## config.mk

```make
export PLATFORM = sky130hd
export DESIGN_NAME = rename_unit
export DESIGN_NICKNAME = d
export VERILOG_FILES = /design/src/hdl/rename_pkg.sv /design/src/hdl/free_list.sv /design/src/hdl/map_table.sv /design/src/hdl/rename_unit.sv /design/src/hdl/retire_queue.sv
export SDC_FILE = /design/constraint.sdc
export NUM_CORES = 1
export LEC_CHECK = 0
export ABC_AREA = 1
export CELL_PAD_IN_SITES_DETAIL_PLACEMENT = 0
export CELL_PAD_IN_SITES_GLOBAL_PLACEMENT = 1
export CORE_AREA = 2 2 307 309
export CTS_CLUSTER_DIAMETER = 40
export DETAILED_ROUTE_END_ITERATION = 6
export DIE_AREA = 0 0 309 311
export DONT_BUFFER_PORTS = 1
export GPL_TIMING_DRIVEN = 1
export PLACE_DENSITY_LB_ADDON = 0.1
export REMOVE_ABC_BUFFERS = 1
export SKIP_CTS_REPAIR_TIMING = 1
export SKIP_LAST_GASP = 1
export SLEW_MARGIN = 20
export SYNTH_ARGS = -nofsm -noshare
export SYNTH_HDL_FRONTEND = slang
export SYNTH_SLANG_ARGS = --single-unit
```

## constraint.sdc

```tcl
create_clock -name clock -period 4 [get_ports clock]
set_input_delay 0.4 -clock clock [delete_from_list [all_inputs] [get_ports clock]]
set_output_delay 0.4 -clock clock [all_outputs]
set_load 0.02 [all_outputs]
```

## src/hdl/rename_pkg.sv

```systemverilog
`default_nettype none

package rename_pkg;

	// register file sizes
	localparam int NUM_ARCH_REG = 32;
	localparam int NUM_PHYS_REG = 64;

	// tags not holding an architectural mapping at reset
	localparam int FL_SIZE = NUM_PHYS_REG - NUM_ARCH_REG;

	// in-order retire queue entries
	localparam int ROB_DEPTH = 16;

	// index widths
	localparam int ARCH_W = $clog2(NUM_ARCH_REG);
	localparam int PHYS_W = $clog2(NUM_PHYS_REG);

	// free list slot index and occupancy (occupancy reaches FL_SIZE)
	localparam int FL_IDX_W = $clog2(FL_SIZE);
	localparam int FL_CNT_W = FL_IDX_W + 1;

	// retire queue pointer and occupancy
	localparam int RQ_IDX_W = $clog2(ROB_DEPTH);
	localparam int RQ_CNT_W = RQ_IDX_W + 1;

	// instruction word fields
	localparam int OP_W = 4;
	localparam int FUNC_W = 13;
	localparam int IMM_W = 23;

	// opcodes in bits 31:28
	localparam logic [OP_W-1:0] OP_ALU = 4'h1;
	localparam logic [OP_W-1:0] OP_LDI = 4'h2;

	// one 32-bit word, two layouts sharing the opcode position
	typedef union packed {
		struct packed {
			logic [OP_W-1:0] opcode;
			logic [ARCH_W-1:0] dest;
			logic [ARCH_W-1:0] src1;
			logic [ARCH_W-1:0] src2;
			logic [FUNC_W-1:0] func;
		} alu;
		struct packed {
			logic [OP_W-1:0] opcode;
			logic [ARCH_W-1:0] dest;
			logic [IMM_W-1:0] imm;
		} ldi;
	} inst_word_u;

endpackage

`default_nettype wire

```

## src/hdl/free_list.sv

```systemverilog
`timescale 1ns/1ps
`default_nettype none

module free_list (
	input wire clock,
	input wire reset,
	input wire pop,
	input wire push,
	input wire [rename_pkg::PHYS_W-1:0] push_tag,
	output logic [rename_pkg::PHYS_W-1:0] head_tag,
	output logic [rename_pkg::FL_CNT_W-1:0] count,
	output logic empty
);

	// slot 0 is the head, valid entries are 0 .. tail-1
	logic [rename_pkg::FL_SIZE-1:0][rename_pkg::PHYS_W-1:0] slots;
	logic [rename_pkg::FL_SIZE-1:0][rename_pkg::PHYS_W-1:0] next_slots;
	logic [rename_pkg::FL_SIZE-1:0][rename_pkg::PHYS_W-1:0] shifted;

	// tail doubles as the number of free tags
	logic [rename_pkg::FL_CNT_W-1:0] tail;
	logic [rename_pkg::FL_CNT_W-1:0] next_tail;
	logic [rename_pkg::FL_CNT_W-1:0] tail_dec;

	assign head_tag = slots[0];
	assign count = tail;
	assign empty = (tail == '0);

	// slot that was last valid before this edge
	assign tail_dec = tail - rename_pkg::FL_CNT_W'(1);

	// every entry moves one step toward the head
	always_comb begin
		for (int i = 0; i < rename_pkg::FL_SIZE - 1; i++) begin
			shifted[i] = slots[i + 1];
		end
		// last slot is beyond the tail after a pop, its content is don't care
		shifted[rename_pkg::FL_SIZE-1] = slots[rename_pkg::FL_SIZE-1];
	end

	// the top never pops when empty and never pushes when full,
	// since every tag lives in exactly one of map, queue and free list
	always_comb begin
		next_slots = slots;
		next_tail = tail;
		case ({pop, push})
			2'b11: begin
				// shift out the head and drop the returned tag in the
				// slot just vacated by the old tail
				next_slots = shifted;
				next_slots[tail_dec[rename_pkg::FL_IDX_W-1:0]] = push_tag;
			end
			2'b10: begin
				next_slots = shifted;
				next_tail = tail_dec;
			end
			2'b01: begin
				next_slots[tail[rename_pkg::FL_IDX_W-1:0]] = push_tag;
				next_tail = tail + rename_pkg::FL_CNT_W'(1);
			end
			default: begin
				// hold
			end
		endcase
	end

	always_ff @(posedge clock) begin
		if (reset) begin
			// tags 0..31 are taken by the identity map, so the
			// free pool starts right above them
			for (int i = 0; i < rename_pkg::FL_SIZE; i++) begin
				slots[i] <= rename_pkg::PHYS_W'(rename_pkg::NUM_ARCH_REG + i);
			end
			tail <= rename_pkg::FL_CNT_W'(rename_pkg::FL_SIZE);
		end else begin
			slots <= next_slots;
			tail <= next_tail;
		end
	end

endmodule

`default_nettype wire

```

## src/hdl/map_table.sv

```systemverilog
`timescale 1ns/1ps
`default_nettype none

module map_table (
	input wire clock,
	input wire reset,
	input wire [rename_pkg::ARCH_W-1:0] rd1_arch,
	input wire [rename_pkg::ARCH_W-1:0] rd2_arch,
	input wire [rename_pkg::ARCH_W-1:0] wr_arch,
	input wire wr_en,
	input wire [rename_pkg::PHYS_W-1:0] wr_tag,
	output logic [rename_pkg::PHYS_W-1:0] rd1_tag,
	output logic [rename_pkg::PHYS_W-1:0] rd2_tag,
	output logic [rename_pkg::PHYS_W-1:0] old_tag
);

	// speculative mapping, one physical tag per architectural register
	logic [rename_pkg::PHYS_W-1:0] map [rename_pkg::NUM_ARCH_REG];

	// source lookups
	// combinational, so they show the mapping before this edge's write
	assign rd1_tag = map[rd1_arch];
	assign rd2_tag = map[rd2_arch];

	// mapping about to be replaced
	// freed later, when the instruction retires
	assign old_tag = map[wr_arch];

	always_ff @(posedge clock) begin
		if (reset) begin
			// identity: register i lives in tag i
			for (int i = 0; i < rename_pkg::NUM_ARCH_REG; i++) begin
				map[i] <= rename_pkg::PHYS_W'(i);
			end
		end else if (wr_en) begin
			map[wr_arch] <= wr_tag;
		end
	end

endmodule

`default_nettype wire

```

## src/hdl/rename_unit.sv

```systemverilog
`timescale 1ns/1ps
`default_nettype none

module rename_unit (
	input wire clock,
	input wire reset,

	// dispatch in
	input wire in_valid,
	output logic in_ready,
	input wire [31:0] in_word,

	// renamed instruction out
	output logic out_valid,
	input wire out_ready,
	output logic [rename_pkg::PHYS_W-1:0] out_dest_tag,
	output logic [rename_pkg::PHYS_W-1:0] out_src1_tag,
	output logic [rename_pkg::PHYS_W-1:0] out_src2_tag,
	output logic out_is_alu,
	output logic [rename_pkg::IMM_W-1:0] out_imm,

	// retirement
	input wire retire_valid,
	output logic retire_ready,
	output logic [rename_pkg::ARCH_W-1:0] retire_arch,
	output logic [rename_pkg::PHYS_W-1:0] retire_tag,
	output logic [rename_pkg::PHYS_W-1:0] retire_old_tag,

	// free pool status
	output logic [rename_pkg::FL_CNT_W-1:0] free_count,
	output logic free_empty
);

	// decoded view of the incoming word
	rename_pkg::inst_word_u word;
	logic is_alu;
	logic is_ldi;
	logic [rename_pkg::ARCH_W-1:0] dest_arch;

	// map and free list lookups for the incoming instruction
	logic [rename_pkg::PHYS_W-1:0] src1_tag;
	logic [rename_pkg::PHYS_W-1:0] src2_tag;
	logic [rename_pkg::PHYS_W-1:0] prev_tag;
	logic [rename_pkg::PHYS_W-1:0] new_tag;

	// retire queue status
	logic rq_full;
	logic rq_empty;

	// the two transfer events
	logic accepted;
	logic retired;

	assign word = in_word;
	assign is_alu = (word.alu.opcode == rename_pkg::OP_ALU);
	assign is_ldi = (word.ldi.opcode == rename_pkg::OP_LDI);

	// dest sits in the same bits in both layouts
	assign dest_arch = word.alu.dest;

	// a slot in the output stage opens when it is empty or draining now
	assign in_ready = !free_empty && !rq_full && (!out_valid || out_ready);
	assign accepted = in_valid && in_ready;

	assign retire_ready = !rq_empty;
	assign retired = retire_valid && retire_ready;

	free_list free_list_i (
		.clock(clock),
		.reset(reset),
		.pop(accepted),
		.push(retired),
		.push_tag(retire_old_tag),
		.head_tag(new_tag),
		.count(free_count),
		.empty(free_empty)
	);

	// sources read the mapping before the dest update on the same edge
	map_table map_table_i (
		.clock(clock),
		.reset(reset),
		.rd1_arch(word.alu.src1),
		.rd2_arch(word.alu.src2),
		.wr_arch(dest_arch),
		.wr_en(accepted),
		.wr_tag(new_tag),
		.rd1_tag(src1_tag),
		.rd2_tag(src2_tag),
		.old_tag(prev_tag)
	);

	// head entry drives the retire port directly
	retire_queue retire_queue_i (
		.clock(clock),
		.reset(reset),
		.push(accepted),
		.pop(retired),
		.push_arch(dest_arch),
		.push_tag(new_tag),
		.push_old_tag(prev_tag),
		.head_arch(retire_arch),
		.head_tag(retire_tag),
		.head_old_tag(retire_old_tag),
		.full(rq_full),
		.empty(rq_empty)
	);

	// output stage valid
	// a new accept overwrites a word leaving on the same edge
	always_ff @(posedge clock) begin
		if (reset) begin
			out_valid <= 1'b0;
		end else if (accepted) begin
			out_valid <= 1'b1;
		end else if (out_ready) begin
			out_valid <= 1'b0;
		end
	end

	// output stage payload, loaded only on accept
	always_ff @(posedge clock) begin
		if (accepted) begin
			out_dest_tag <= new_tag;
			out_is_alu <= is_alu;
			// ldi has no register sources
			out_src1_tag <= is_alu ? src1_tag : '0;
			out_src2_tag <= is_alu ? src2_tag : '0;
			out_imm <= is_ldi ? word.ldi.imm : '0;
		end
	end

endmodule

`default_nettype wire

```

## src/hdl/retire_queue.sv

```systemverilog
`timescale 1ns/1ps
`default_nettype none

module retire_queue (
	input wire clock,
	input wire reset,
	input wire push,
	input wire pop,
	input wire [rename_pkg::ARCH_W-1:0] push_arch,
	input wire [rename_pkg::PHYS_W-1:0] push_tag,
	input wire [rename_pkg::PHYS_W-1:0] push_old_tag,
	output logic [rename_pkg::ARCH_W-1:0] head_arch,
	output logic [rename_pkg::PHYS_W-1:0] head_tag,
	output logic [rename_pkg::PHYS_W-1:0] head_old_tag,
	output logic full,
	output logic empty
);

	// entry storage, one field per array
	logic [rename_pkg::ARCH_W-1:0] arch_mem [rename_pkg::ROB_DEPTH];
	logic [rename_pkg::PHYS_W-1:0] tag_mem [rename_pkg::ROB_DEPTH];
	logic [rename_pkg::PHYS_W-1:0] old_mem [rename_pkg::ROB_DEPTH];

	// depth is a power of two, so the pointers wrap on their own
	logic [rename_pkg::RQ_IDX_W-1:0] head;
	logic [rename_pkg::RQ_IDX_W-1:0] tail;

	// occupancy, needs one more bit than the pointers
	logic [rename_pkg::RQ_CNT_W-1:0] used;

	assign full = (used == rename_pkg::RQ_CNT_W'(rename_pkg::ROB_DEPTH));
	assign empty = (used == '0);

	// oldest entry is visible without waiting for a pop
	assign head_arch = arch_mem[head];
	assign head_tag = tag_mem[head];
	assign head_old_tag = old_mem[head];

	// payload write at the tail
	always_ff @(posedge clock) begin
		if (push) begin
			arch_mem[tail] <= push_arch;
			tag_mem[tail] <= push_tag;
			old_mem[tail] <= push_old_tag;
		end
	end

	// pointers move independently
	always_ff @(posedge clock) begin
		if (reset) begin
			head <= '0;
			tail <= '0;
		end else begin
			if (push) begin
				tail <= tail + rename_pkg::RQ_IDX_W'(1);
			end
			if (pop) begin
				head <= head + rename_pkg::RQ_IDX_W'(1);
			end
		end
	end

	// occupancy
	// push with pop on one edge leaves it alone
	always_ff @(posedge clock) begin
		if (reset) begin
			used <= '0;
		end else begin
			case ({push, pop})
				2'b10: used <= used + rename_pkg::RQ_CNT_W'(1);
				2'b01: used <= used - rename_pkg::RQ_CNT_W'(1);
				default: used <= used;
			endcase
		end
	end

endmodule

`default_nettype wire

```

==> results.cfg <==
[global_route]
grt_overflow_total = 0
grt_pass1_wl_um = 223000
gr-usage-met3_pct = 5.20
top_usage_layer = met2
use_met2_pct = 48.9
first_global_vias = 34900
antenna_found_initial = 2
grt_use_met1_pct = 41.1
grt_use_total_pct = 30.4
grt_max_degree = 149

[synth]
syn_inst = 5181
synth_flop_cell = edfxtp_1
async_reset_ff_share_pct = 0
syn-cell-area_mm2 = 0.0406
synth-edff-count = 506
yosysSeqAreaShare_pct = 48.1
ys_seq_elements = 722
synthDistinctLibCells = 47
ys_warn_count = 0
synth_area_per_cell_um2 = 7.83

[worst_setup_path]
start_kind = flop
worst_setup_path_end_kind = output port
rr_startpoint = free_list_i.count[0]
r2r_end = free_list_i.shifted[163]
required_ns = 3.60
critPathKind = flop to output port
cp_data_arrival_time_ns = 3.41
crit_fanout = 62
worstRegToRegCells = 15
crit_path_end = retire_old_tag[2]
rrSetupSlack_ns = 0.57

[routing]
drt_iter0_markers = 4084
wl_um = 150000
drcViolationCount = 0
wire_per_inst_um = 23.4
ant_nets = 0
vias = 37700
first_pass_iters = 6
vias_per_cell = 5.86

[layout]
area_growth_pct = 15.0
drive_gt1_share_pct = 9.71
num-fill-cells = 9009
fin_area_mm2 = 0.0466
nets = 5124
regArea_mm2 = 0.0195
multi_input_area_mm2 = 0.0185

[clock_network]
cts.sinks = 722
htree_levels = 4
cts_root_buffer = clkbuf_16
clockBufferDepth = 3
cts_tree = yes
clk_pin_slew_ns = 0.05
insertion_delay_ns = 0.74
numCtsBuffers = 133

[floorplan]
io_pins = 106
die-area_mm2 = 0.0961
initial_core_util_pct = 43.7
die_w_um = 309
rows = 112
dieHeight_um = 311
coreArea_mm2 = 0.0928

[sta]
fin_crit_sh_pct = 95.3
relSlewSlack_pct = 30.4
hold_viol = 3
clock_skew_ns = 0.0238
slew_violations = 0
final-setup-viol-count = 0
tightestPinTransition_ns = 1.04
whs_ns = -0.0337
timing.fmax_mhz = 262
fin_crit_ns = 3.81
rsz0062_at_grt = false

[job]
cap_violations = 0

[status]
failed_checks = negative hold slack
status = finished with violations

[power_and_ir_drop]
ir_worst_vdd_v = 0.000808
leakagePower_uw = 0.0174
p_total_uw = 37500
power_density_mw_per_mm2 = 804

[placement]
place.gp.congestion = 0.890
placed_area_mm2 = 0.0417
dp_hpwl_um = 88100
buffer_ports.inserted = 0

[min_path]
hold_path.class = input port to flop
[how the worst min path moves through the flow]
stage,startpoint,end,cells past startpoint
floorplan,retire_queue_i.head[3],flop,2
global placement,retire_queue_i.head[3],retire_queue_i.head[3],2
detailed placement,retire_queue_i.head[3],flop,2
CTS,in_word[27],retire_queue_i.arch_mem[15][4],0
global route,in_word[22],out_src1_tag[1],3
finish,in_word[17],out_src2_tag[1],3
[metal layers]
metal  share of wire, %  vias to the layer above
li1                   -                    17700
met1                 42                    18000
met2                 47                     1574
met3                7.7                      317
met4                3.5                        0
met5                  0                        -
[Yosys cell counts, drive strengths merged, types with 20 or more instances]
cell type	number	area [µm²]
o221ai	73	639
nand2	1089	4220
o21ai	560	2800
a21oi	697	3490
o22ai	41	257
buf	108	641
a22oi	96	721
edfxtp	506	15200
nand3	343	1770
dfxtp	216	4320
o21bai	20	150
nand4	32	549
clkbuf	285	1070
inv	243	920
o21a	36	270
nor2	750	2880
[layout make-up]
type,instances,area share (%)
Antenna cell,3,0.0161
Clock buffer,157,7.64
Clock inverter,87,2.42
Inverter,254,2.10
Multi-Input combinational cell,3812,39.6
Sequential cell,722,41.9
Tap cell,1254,3.36
Timing Repair Buffer,146,2.99
[power breakdown]
part / switching [µW] / internal (µW)
Clock: 4090 / 7770
Combinational: 10500 / 4210
Sequential: 1480 / 9520
[registers in the layout, summed over array words and instances (netlist names), named ones only]
| name | count |
|---|---|
| free_list_i.shifted | 180 |
| retire_queue_i.old_mem | 96 |
| out_src1_tag | 6 |
| out_valid | 1 |
| retire_queue_i.tail | 4 |
| retire_queue_i.tag_mem | 96 |
| retire_queue_i.arch_mem | 80 |
| out_is_alu | 1 |
| free_list_i.count | 6 |
| out_imm | 23 |
| retire_queue_i.head | 4 |
| out_src2_tag | 6 |
| free_list_i.head_tag | 6 |
| out_dest_tag | 6 |
| map_table_i.map | 192 |
| retire_queue_i.used | 5 |
[worst max-delay path: stages (launching register included)]
cell and delay (ns):
dfxtp_2 0.33, buf_4 0.59, nand2_1 0.13, nand3_1 0.16
nand3_4 0.40, nand2_4 0.47, buf_4 0.52
[cells in the final DEF (no fill, tap or decap), types with 5 or more instances in the layout]
cell type / instances
nand2_1: 1065
nor2_1: 720
a21oi_1: 697
o21ai_0: 514
edfxtp_1: 506
nand3_1: 331
dfxtp_1: 213
inv_1: 196
clkbuf_16: 137
buf_4: 106
a22oi_1: 96
o221ai_1: 73
o21ai_1: 46
o22ai_1: 41
inv_2: 40
o21a_1: 36
nor2_2: 23
nand4_4: 22
clkinv_2: 22
bufinv_16: 21
dlygate4sd3_1: 21
o21bai_1: 20
buf_12: 18
o211ai_1: 17
clkinv_1: 16
inv_6: 15
nand2_4: 14
ha_1: 14
clkbuf_1: 14
clkinvlp_4: 14
nand3_2: 11
nand2_2: 10
nor3_1: 10
or2_2: 8
nand4_1: 7
nor2_4: 6
nor4_1: 6
clkbuf_8: 6
clkinv_4: 5
[stage by stage]
step           utilization [%]  TNS [ns]  cells  setup slack, ns  hold WS, ns
6_report                  50.3         0   6435            0.189      -0.0337
5_1_grt                   50.3         0   6432           0.0339     0.000526
4_1_cts                   50.0         0   6410           0.0899       -0.280
3_5_place_dp              45.0         0   6166            0.582        0.462
3_3_place_gp              45.0         0   6166            0.610        0.457
2_1_floorplan                -  -1186.98   4788            -5.84        0.440
[kinds of logic after synthesis]
family          share of synthesized area (%)
buf+inv                                  6.59
fa+ha+maj                               0.574
xor+xnor                               0.0648
compound gates                           21.0
simple gates                             23.7
flops                                    48.1
Note: power is estimated with default switching activity, not from simulation.
